===== src/decode_defs.svh =====
// Instruction word layout and fixed register numbers for the operand decode stage
// Include this wherever the instruction word is sliced or a fixed register is named
`ifndef DECODE_DEFS_SVH
`define DECODE_DEFS_SVH

// Datapath widths
`define INSTR_W     32
`define AREG_W      6
`define DATA_W      64

// Opcode sits in the lowest six bits of every format
`define OPC_LO      0
`define OPC_HI      5

// Register fields are six bits wide, negate flag on top and number below
`define RT_LO       6
`define RA_LO       12
`define RB_LO       18

// MOV uses the top bit to address the unbanked stack pointer
`define RAWSP_BIT   31

// Register 31 names the stack pointer, banked by mode from register 32 on
`define SP_REG      31
`define SP_BANK     32
`define LINK_BASE   40

`endif


===== src/decodePkg.sv =====
// Shared types for the operand decode stage
// Holds the opcode map, register and mode types and the decoded result record,
// plus the small field helpers that every decoder needs
`include "decode_defs.svh"

package decodePkg;

	// ==================================================
	// Basic types
	// ==================================================

	typedef logic [`INSTR_W-1:0] instr_t;
	typedef logic [`AREG_W-1:0] aregno_t;

	// The mode also selects which banked stack pointer register 31 refers to
	typedef enum logic [1:0]
	{
		OM_USER    = 2'd0,
		OM_SUPER   = 2'd1,
		OM_HYPER   = 2'd2,
		OM_MACHINE = 2'd3
	} opMode_t;

	// Reduced opcode map, zero is kept free for NOP so a cleared word is harmless
	typedef enum logic [`OPC_HI-`OPC_LO:0]
	{
		OP_NOP  = 6'd0,
		OP_ADD  = 6'd1,
		OP_SUB  = 6'd2,
		OP_AND  = 6'd3,
		OP_OR   = 6'd4,
		OP_MOV  = 6'd5,
		OP_ADDI = 6'd6,
		OP_ANDI = 6'd7,
		OP_ORI  = 6'd8,
		OP_CMPI = 6'd9,
		OP_LD   = 6'd10,
		OP_ST   = 6'd11,
		OP_BEQ  = 6'd12,
		OP_BNE  = 6'd13,
		OP_DBNE = 6'd14,
		OP_JSR  = 6'd15,
		OP_BSR  = 6'd16,
		OP_RTD  = 6'd17
	} opcode_t;

	// Everything the rename stage needs from one instruction
	typedef struct packed
	{
		aregno_t             rt;
		logic                rtz;
		logic                rtn;
		aregno_t             ra;
		logic                ran;
		aregno_t             rb;
		logic                rbn;
		logic                rbUsed;
		logic                isLoad;
		logic                isStore;
		logic                isBranch;
		logic [`DATA_W-1:0]  imm;
	} decodedInstr_t;

	// ==================================================
	// Field helpers
	// ==================================================

	function automatic opcode_t opcOf(instr_t ir);
		return opcode_t'(ir[`OPC_HI:`OPC_LO]);
	endfunction

	// Register number of the field starting at lo, negate bit stripped off
	function automatic aregno_t fieldNum(instr_t ir, int unsigned lo);
		return aregno_t'(ir[lo +: `AREG_W-1]);
	endfunction

	function automatic logic fieldNeg(instr_t ir, int unsigned lo);
		return ir[lo + `AREG_W - 1];
	endfunction

	// Register 31 becomes the stack pointer of the current mode
	function automatic aregno_t spRemap(aregno_t r, opMode_t om);
		return (r == aregno_t'(`SP_REG)) ? aregno_t'(`SP_BANK) + aregno_t'(om) : r;
	endfunction

endpackage


===== src/decodeClass.sv =====
// Instruction class and immediate decoder
// Flags loads, stores and control transfers, and sign extends the immediate
// of each format to the full data width
`timescale 1ns/100ps
`include "decode_defs.svh"

module decodeClass
	import decodePkg::*;
(
	input  instr_t              instr,
	output logic                isLoad,
	output logic                isStore,
	output logic                isBranch,
	output logic [`DATA_W-1:0]  imm
);

	// Lowest bit of each immediate, the field always runs up to the top bit
	localparam int unsigned immRiLo = 18;
	localparam int unsigned immBrLo = 24;
	localparam int unsigned immJmpLo = 8;

	// Branch displacements count words, so they are shifted by this much
	localparam int unsigned dispShift = 2;

	opcode_t opc;

	assign opc = opcOf(instr);

	// Arithmetic shift of the whole word sign extends the upper field in one step
	function automatic logic [`DATA_W-1:0] sextHigh(instr_t ir, int unsigned lo);
		logic signed [`INSTR_W-1:0] s;
		s = $signed(ir) >>> lo;
		return {{(`DATA_W-`INSTR_W){s[`INSTR_W-1]}}, s};
	endfunction

	always_comb
	begin
		isLoad = 1'b0;
		isStore = 1'b0;
		isBranch = 1'b0;
		imm = '0;
		case (opc)
			OP_ADDI, OP_ANDI, OP_ORI, OP_CMPI:
				imm = sextHigh(instr, immRiLo);
			OP_LD:
			begin
				isLoad = 1'b1;
				imm = sextHigh(instr, immRiLo);
			end
			// Store offset sits above the data register field
			OP_ST:
			begin
				isStore = 1'b1;
				imm = sextHigh(instr, immBrLo);
			end
			OP_BEQ, OP_BNE, OP_DBNE:
			begin
				isBranch = 1'b1;
				imm = sextHigh(instr, immBrLo) << dispShift;
			end
			// Long displacement overlays the unused upper target bits
			OP_JSR, OP_BSR:
			begin
				isBranch = 1'b1;
				imm = sextHigh(instr, immJmpLo) << dispShift;
			end
			// Return pops the stack so it has no immediate
			OP_RTD:
				isBranch = 1'b1;
			default:
				imm = '0;
		endcase
		// Later stages steer by class, so the groups must never overlap
		assert ($onehot0({isLoad, isStore, isBranch}))
		else
			$error("decodeClass: more than one class flag for opcode %0d", opc);
	end

endmodule


===== src/decodeRt.sv =====
// Target register decoder
// Picks the destination register from the instruction format, applies the
// banked stack pointer remap and reports the zero and negate flags
`timescale 1ns/100ps
`include "decode_defs.svh"

module decodeRt
	import decodePkg::*;
(
	input  instr_t   instr,
	input  opMode_t  om,
	output aregno_t  rt,
	output logic     rtz,
	output logic     rtn
);

	opcode_t    opc;
	aregno_t    rtSel;
	logic       negSel;
	logic       rawSp;
	logic [1:0] linkSel;

	assign opc = opcOf(instr);

	// BSR reuses the low two bits of the target field as a link selector
	assign linkSel = instr[`RT_LO +: 2];

	// Only MOV may name the raw stack pointer, everyone else gets the bank
	assign rawSp = (opc == OP_MOV) && instr[`RAWSP_BIT];

	// ==================================================
	// Target selection by format
	// ==================================================
	always_comb
	begin
		rtSel = '0;
		negSel = 1'b0;
		case (opc)
			OP_ADD, OP_SUB, OP_AND, OP_OR, OP_MOV,
			OP_ADDI, OP_ANDI, OP_ORI, OP_CMPI:
			begin
				rtSel = fieldNum(instr, `RT_LO);
				negSel = fieldNeg(instr, `RT_LO);
			end
			// Loads and jumps write their target but never negate it
			OP_LD, OP_JSR:
				rtSel = fieldNum(instr, `RT_LO);
			// Decrement and branch writes back the counter it tested
			OP_DBNE:
				rtSel = fieldNum(instr, `RA_LO);
			OP_RTD:
				rtSel = aregno_t'(`SP_REG);
			// Selector zero means no link register is written
			OP_BSR:
			begin
				if (linkSel != 2'b00)
					rtSel = aregno_t'(`LINK_BASE) + aregno_t'(linkSel);
			end
			default:
				rtSel = '0;
		endcase
		// Register zero is hard wired so a negate flag on it has no meaning
		negSel = negSel && (rtSel != '0);
	end

	// ==================================================
	// Stack pointer bank and flags
	// ==================================================
	always_comb
	begin
		rt = rawSp ? rtSel : spRemap(rtSel, om);
		rtz = (rt == '0);
		rtn = negSel;
		// The bank remap must never turn a live target into register zero
		assert (!(rtz && rtn))
		else
			$error("decodeRt: zero target flagged as negated, opcode %0d", opc);
	end

endmodule


===== src/decodeSrc.sv =====
// Source register decoder
// Extracts both source registers with their negate bits, maps register 31 to
// the banked stack pointer and tells whether the second source is read
`timescale 1ns/100ps
`include "decode_defs.svh"

module decodeSrc
	import decodePkg::*;
(
	input  instr_t   instr,
	input  opMode_t  om,
	output aregno_t  ra,
	output logic     ran,
	output aregno_t  rb,
	output logic     rbn,
	output logic     rbUsed
);

	opcode_t opc;
	aregno_t raSel;
	aregno_t rbSel;

	assign opc = opcOf(instr);

	always_comb
	begin
		raSel = '0;
		rbSel = '0;
		ran = 1'b0;
		rbn = 1'b0;
		rbUsed = 1'b0;
		case (opc)
			// Three register formats are the only ones that carry negate bits
			OP_ADD, OP_SUB, OP_AND, OP_OR, OP_MOV:
			begin
				raSel = fieldNum(instr, `RA_LO);
				ran = fieldNeg(instr, `RA_LO);
				rbSel = fieldNum(instr, `RB_LO);
				rbn = fieldNeg(instr, `RB_LO);
				rbUsed = 1'b1;
			end
			// Stores and compare branches read two registers without negation
			OP_ST, OP_BEQ, OP_BNE:
			begin
				raSel = fieldNum(instr, `RA_LO);
				rbSel = fieldNum(instr, `RB_LO);
				rbUsed = 1'b1;
			end
			// Immediate forms keep the second source field for immediate bits
			OP_ADDI, OP_ANDI, OP_ORI, OP_CMPI,
			OP_LD, OP_DBNE, OP_RTD:
				raSel = fieldNum(instr, `RA_LO);
			// JSR, BSR and NOP read no register
			default:
				raSel = '0;
		endcase
	end

	// Sources always follow the bank, there is no raw form on the read side
	assign ra = spRemap(raSel, om);
	assign rb = spRemap(rbSel, om);

endmodule


===== src/decodeStage.sv =====
// Operand register decode stage
// Decodes one instruction per cycle into target, sources, class and immediate,
// and hands the result downstream through a skid register
`timescale 1ns/100ps
`include "decode_defs.svh"

module decodeStage
	import decodePkg::*;
(
	input  logic                clk,
	input  logic                rstN,
	input  logic                instrValid,
	output logic                instrReady,
	input  instr_t              instr,
	input  opMode_t             om,
	output logic                outValid,
	input  logic                outReady,
	output aregno_t             rt,
	output logic                rtz,
	output logic                rtn,
	output aregno_t             ra,
	output logic                ran,
	output aregno_t             rb,
	output logic                rbn,
	output logic                rbUsed,
	output logic                isLoad,
	output logic                isStore,
	output logic                isBranch,
	output logic [`DATA_W-1:0]  imm
);

	decodedInstr_t decIn;
	decodedInstr_t decOut;

	// ==================================================
	// Combinational decoders write straight into the record
	// ==================================================
	decodeRt rt_i (
		.instr (instr),
		.om    (om),
		.rt    (decIn.rt),
		.rtz   (decIn.rtz),
		.rtn   (decIn.rtn)
	);

	decodeSrc src_i (
		.instr  (instr),
		.om     (om),
		.ra     (decIn.ra),
		.ran    (decIn.ran),
		.rb     (decIn.rb),
		.rbn    (decIn.rbn),
		.rbUsed (decIn.rbUsed)
	);

	decodeClass class_i (
		.instr    (instr),
		.isLoad   (decIn.isLoad),
		.isStore  (decIn.isStore),
		.isBranch (decIn.isBranch),
		.imm      (decIn.imm)
	);

	// Mode is sampled with the instruction, so only the decoded record is stored
	pipeSkid #(
		.T (decodedInstr_t)
	) skid_i (
		.clk      (clk),
		.rstN     (rstN),
		.inValid  (instrValid),
		.inReady  (instrReady),
		.inData   (decIn),
		.outValid (outValid),
		.outReady (outReady),
		.outData  (decOut)
	);

	// Record fields fan back out to the loose output ports
	assign rt = decOut.rt;
	assign rtz = decOut.rtz;
	assign rtn = decOut.rtn;
	assign ra = decOut.ra;
	assign ran = decOut.ran;
	assign rb = decOut.rb;
	assign rbn = decOut.rbn;
	assign rbUsed = decOut.rbUsed;
	assign isLoad = decOut.isLoad;
	assign isStore = decOut.isStore;
	assign isBranch = decOut.isBranch;
	assign imm = decOut.imm;

endmodule


===== src/pipeSkid.sv =====
// Two entry skid register for a valid/ready pipeline
// Accepts one item per cycle with a ready that comes straight from a flop,
// the second entry catches the item in flight when the output stalls
`timescale 1ns/100ps

module pipeSkid #(
	parameter type T = logic
) (
	input  logic clk,
	input  logic rstN,
	input  logic inValid,
	output logic inReady,
	input  T     inData,
	output logic outValid,
	input  logic outReady,
	output T     outData
);

	T     skidData;
	logic mainFree;
	logic loadFromSkid;
	logic loadFromIn;
	logic loadSkid;

	// The main entry can be refilled when it is empty or drains this cycle
	assign mainFree = !outValid || outReady;

	// Ready low means the skid entry is full, and it always drains first
	assign loadFromSkid = mainFree && !inReady;
	assign loadFromIn = mainFree && inReady && inValid;
	assign loadSkid = !mainFree && inReady && inValid;

	// ==================================================
	// Control state
	// ==================================================
	always_ff @(posedge clk or negedge rstN)
	begin
		if (!rstN)
		begin
			outValid <= 1'b0;
			inReady <= 1'b1;
		end
		else
		begin
			if (mainFree)
				outValid <= loadFromSkid || loadFromIn;
			if (loadFromSkid)
				inReady <= 1'b1;
			else if (loadSkid)
				inReady <= 1'b0;
		end
	end

	// Payload entries
	always_ff @(posedge clk)
	begin
		if (loadFromSkid)
			outData <= skidData;
		else if (loadFromIn)
			outData <= inData;
		if (loadSkid)
			skidData <= inData;
	end

	// A stalled output must present the same item on the next cycle
	assert property (@(posedge clk) disable iff (!rstN)
		outValid && !outReady |=> outValid && $stable(outData));

	// While ready is low the waiting item in the skid entry is never overwritten
	assert property (@(posedge clk) disable iff (!rstN)
		!inReady |=> $stable(skidData));

endmodule


===== config.mk =====
export PLATFORM = sky130hd
export DESIGN_NAME = decodeStage
export DESIGN_NICKNAME = d
export VERILOG_FILES = /design/src/decodePkg.sv /design/src/decodeClass.sv /design/src/decodeRt.sv /design/src/decodeSrc.sv /design/src/decodeStage.sv /design/src/pipeSkid.sv
export VERILOG_INCLUDE_DIRS = /design/src
export SDC_FILE = /design/constraint.sdc
export NUM_CORES = 1
export LEC_CHECK = 0
export ABC_AREA = 0
export BUFFER_PORTS_ARGS = -buffer_cell sky130_fd_sc_hd__buf_2
export CAP_MARGIN = 15
export CELL_PAD_IN_SITES_DETAIL_PLACEMENT = 0
export CELL_PAD_IN_SITES_GLOBAL_PLACEMENT = 1
export CORE_UTILIZATION = 49
export CTS_CLUSTER_DIAMETER = 30
export DETAILED_ROUTE_END_ITERATION = 16
export GPL_ROUTABILITY_DRIVEN = 0
export GPL_TIMING_DRIVEN = 0
export PLACE_DENSITY_LB_ADDON = 0.15
export SYNTH_ARGS = -nofsm -noshare
export SYNTH_HDL_FRONTEND = slang
export SYNTH_HIERARCHICAL = 1
export SYNTH_SLANG_ARGS = --single-unit

===== constraint.sdc =====
create_clock -name clk -period 7.95 [get_ports clk]
set_clock_uncertainty 0.2 [all_clocks]
set_input_delay 1.1925 -clock clk [delete_from_list [all_inputs] [get_ports clk]]
set_output_delay 1.1925 -clock clk [all_outputs]
set_load 0.02 [all_outputs]

==> summary.txt <==
Seq cells post-synth = 182
Core area = 16000 sq um
Wire length per cell = 18.0 um
First drt pass iteration count = 5
Die W = 131 um
Vias in the first global route = 4510
Die area = 17100 sq um
Clk buf depth = 2
Xor and xnor area share after synthesis = 0.108%
Placed insts = 852
RSZ-0062 raised after global routing = false
Max Slew Vio Count = 0
Row count = 46
CTS Buf Count = 17
Final hold vios = 0
Detailed Place HPWL = 11.0 mm
Post-synth EDFFs = 180
Post-route design area = 9730 sq um
Slowest stage cell, crit path = or3_1
Avg Synthesized Cell Area = 16.2 sq um
Final ANT Viol Nets = 0
Final period util = 41.3%
R2R Path Start = skid_i/inReady$_DFFE_PN1P_
CTS Sinks = 182
Post-synthesis cell type count = 56
Hold_buf cts = 0
Cells along the critical path = buf_2 -> or3_1 -> a211oi_1 -> a221oi_2 -> nor4_4 -> a31oi_1 -> mux2_2
CTS H-tree lvls = 4
R2r worst-path depth = 2
Gate Count Post-Synth = 500
Worst-skew pair later-pin latency = 0.41 ns
Share of post-route cells with drive strength above 1 = 48.7%
Max-cap check violation count = 0
Setup violators final = 0
Maximum VDD drop = 0.000161 V
Critical Path Sink = skid_i/outData[84]$_DFFE_PP_
Synth warnings = 6
Io pins = 130
DRT iter0 DRCs = 364
CP max stage delay = 0.48 ns
IO buf count = 129
Reg2reg setup slack = 5.71 ns
Post-synth ARST share = 1.10%
Total wire length = 15.9 mm
CTS tree = built
Relative slew slack = 52.6%
WP data arrival = 3.25 ns
First-pass GRT wire length = 23.9 mm
Pwr Density = 229 nW/um^2
Dpl cell area = 9170 sq um
Post-synthesis mux area share = 12.9%
Reg clk slew, reported paths = 0.06 ns
Main combinational cell family by area after synthesis = multiplexers
Initial Util = 50.6%
Mapped Nets = 538
Drt via density = 5.43
Worst Setup Start Kind = input pin
Initial antenna violation count = 0
Leakage = 3.86 nW
DIE HEIGHT = 131 um
Grt total ovfl = 0
ANT cells = 0
Clock root buffer = clkbuf_16
Reg2reg end = skid_i/skidData[14]$_DFFE_PP_
Worst-margin pin slew = 0.711 ns
Area Overhead vs Synth = 20.1%
Post-synthesis sequential area ratio = 67.3%
Worst EP required = 7.92 ns
Hold WC Path Type = register to register
Via count = 4804
Compound-Gate Fraction of Synth Area = 6.58%
Layout Utilization = 60.8%
CTS resizes = 0
Number of remaining DRC errors = 0
CP max FO = 18
Largest net degree at the start of global routing = 48
Adder-Cell Fraction of Synth Area = 0%
Final Critical Period = 3.28 ns
Crit. End Element = register
Simple-gate area share of the yosys netlist = 6.96%
Post-CTS setup buffer count = 0
Crit path kind = input pin to register
Synthesized area = 8100 sq um
Max Clock Freq = 304 MHz
Cells on Worst Hold Path = 1
Status = complete, no violations
Worst Setup SP = instr[1]
Post-synth top area share = 66.7%
Total Neg Setup Slack = 0 ns
Leading area contributor after synthesis = edfxtp_1
Synth Flop Type = edfxtp_1
Fin nets = 693
All-Layer GR Usage = 19.1%
Non-Filler Instances = 884
Synth area leaders = edfxtp_1, mux2_2, buf_4
worst max-delay path: cells and delay by family:
family | cells | cell delay, ns
AOI/OAI and AO/OA | 3 | 0.68
buffers and inverters | 1 | 0.21
muxes | 1 | 0.29
and+or+nand+nor | 2 | 0.88
sequential cells by signal, summed over array words and instances, names as in the netlist:
signal,count
skid_i/outData,90
skid_i/skidData,90
skid_i/inReady,1
skid_i/outValid,1
kinds of logic (layout without fill, tap and decap cells):
kind of cell,after synthesis,after routing
AO/OA/AOI/OAI,70,70
XOR/XNOR,1,1
buffers and inverters,68,236
flip-flops,182,182
multiplexers,90,90
AND/OR/NAND/NOR,89,89
worst min path at each step:
stage,startpoint,end,slack [ns]
2_1_floorplan,skid_i/skidData[49]$_DFFE_PP_,skid_i/outData[49]$_DFFE_PP_,0.31
3_3_place_gp,skid_i/skidData[49]$_DFFE_PP_,skid_i/outData[49]$_DFFE_PP_,0.32
3_5_place_dp,skid_i/skidData[81]$_DFFE_PP_,skid_i/outData[81]$_DFFE_PP_,0.33
4_1_cts,rstN,skid_i/outValid$_DFFE_PN0P_,0.33
5_1_grt,rstN,skid_i/outValid$_DFFE_PN0P_,0.33
6_report,skid_i/skidData[49]$_DFFE_PP_,skid_i/outData[49]$_DFFE_PP_,0.34
metal layers:
layer  GRT usage, %  wire length (um)  vias to the layer above
li1               -                 -                     2233
met1           26.6              7270                     2360
met2           28.6              7210                      188
met3           5.09              1090                       23
met4           7.84               326                        0
met5              0                 0                        -
cell usage after synthesis (2+ instances only):
library cell    n
a211o_1         2
a21o_1         14
a21oi_1        15
a221o_1        12
a221oi_2        3
a22o_1          3
a31oi_1         4
and3b_1         2
buf_2           2
buf_4          41
buf_6          10
edfxtp_1      180
inv_1          14
mux2_2         81
mux2_4          8
nand2_1         6
nand3_1        15
nand3b_1        2
nand4_1         4
nand4b_1        4
nor2_1         17
nor2_2          2
nor2b_1         2
nor3_1          7
nor3b_1         3
nor4_1          3
nor4b_1         4
o21a_1          3
o21ai_0         7
or3_1           4
layout by cell type (no fill, tap or decap), drive strengths merged, types with 7 or more instances in the layout:
cell type / count
nand2: 7
mux2: 90
clkbuf: 27
inv: 15
a21oi: 15
edfxtp: 180
a21o: 14
buf: 189
nor2: 20
nand3: 15
nor3: 8
o21ai: 8
a221o: 12
layout make-up:
class | count | area [sq um]
timing repair buffer | 136 | 771
fill | 1266 | 6270
buffer | 54 | 444
clock buffer | 26 | 499
tap | 216 | 270
inverter | 14 | 52.6
sequential | 182 | 5460
clock inverter | 6 | 68.8
multi-input combinational | 250 | 2170
power by group:
part,total (mW),leakage (nW),switching [mW],internal (mW)
clock,0.796,0.263,0.330,0.467
sequential,1.15,1.74,0.0168,1.14
combinational,0.283,1.86,0.172,0.111
total,2.23,3.86,0.518,1.71
stage by stage:
| step | worst slack, ns | total power [mW] | hold slack (ns) |
|---|---|---|---|
| 6_report | 4.67 | 2.23 | 0.345 |
| 5_1_grt | 4.56 | 2.31 | 0.326 |
| 4_1_cts | 4.71 | 2.25 | 0.330 |
| 3_5_place_dp | 4.28 | 1.46 | 0.332 |
| 3_3_place_gp | -0.702 | 1.45 | 0.322 |
| 2_1_floorplan | 1.57 | 1.36 | 0.308 |
Power figures use the tool's default switching activity.
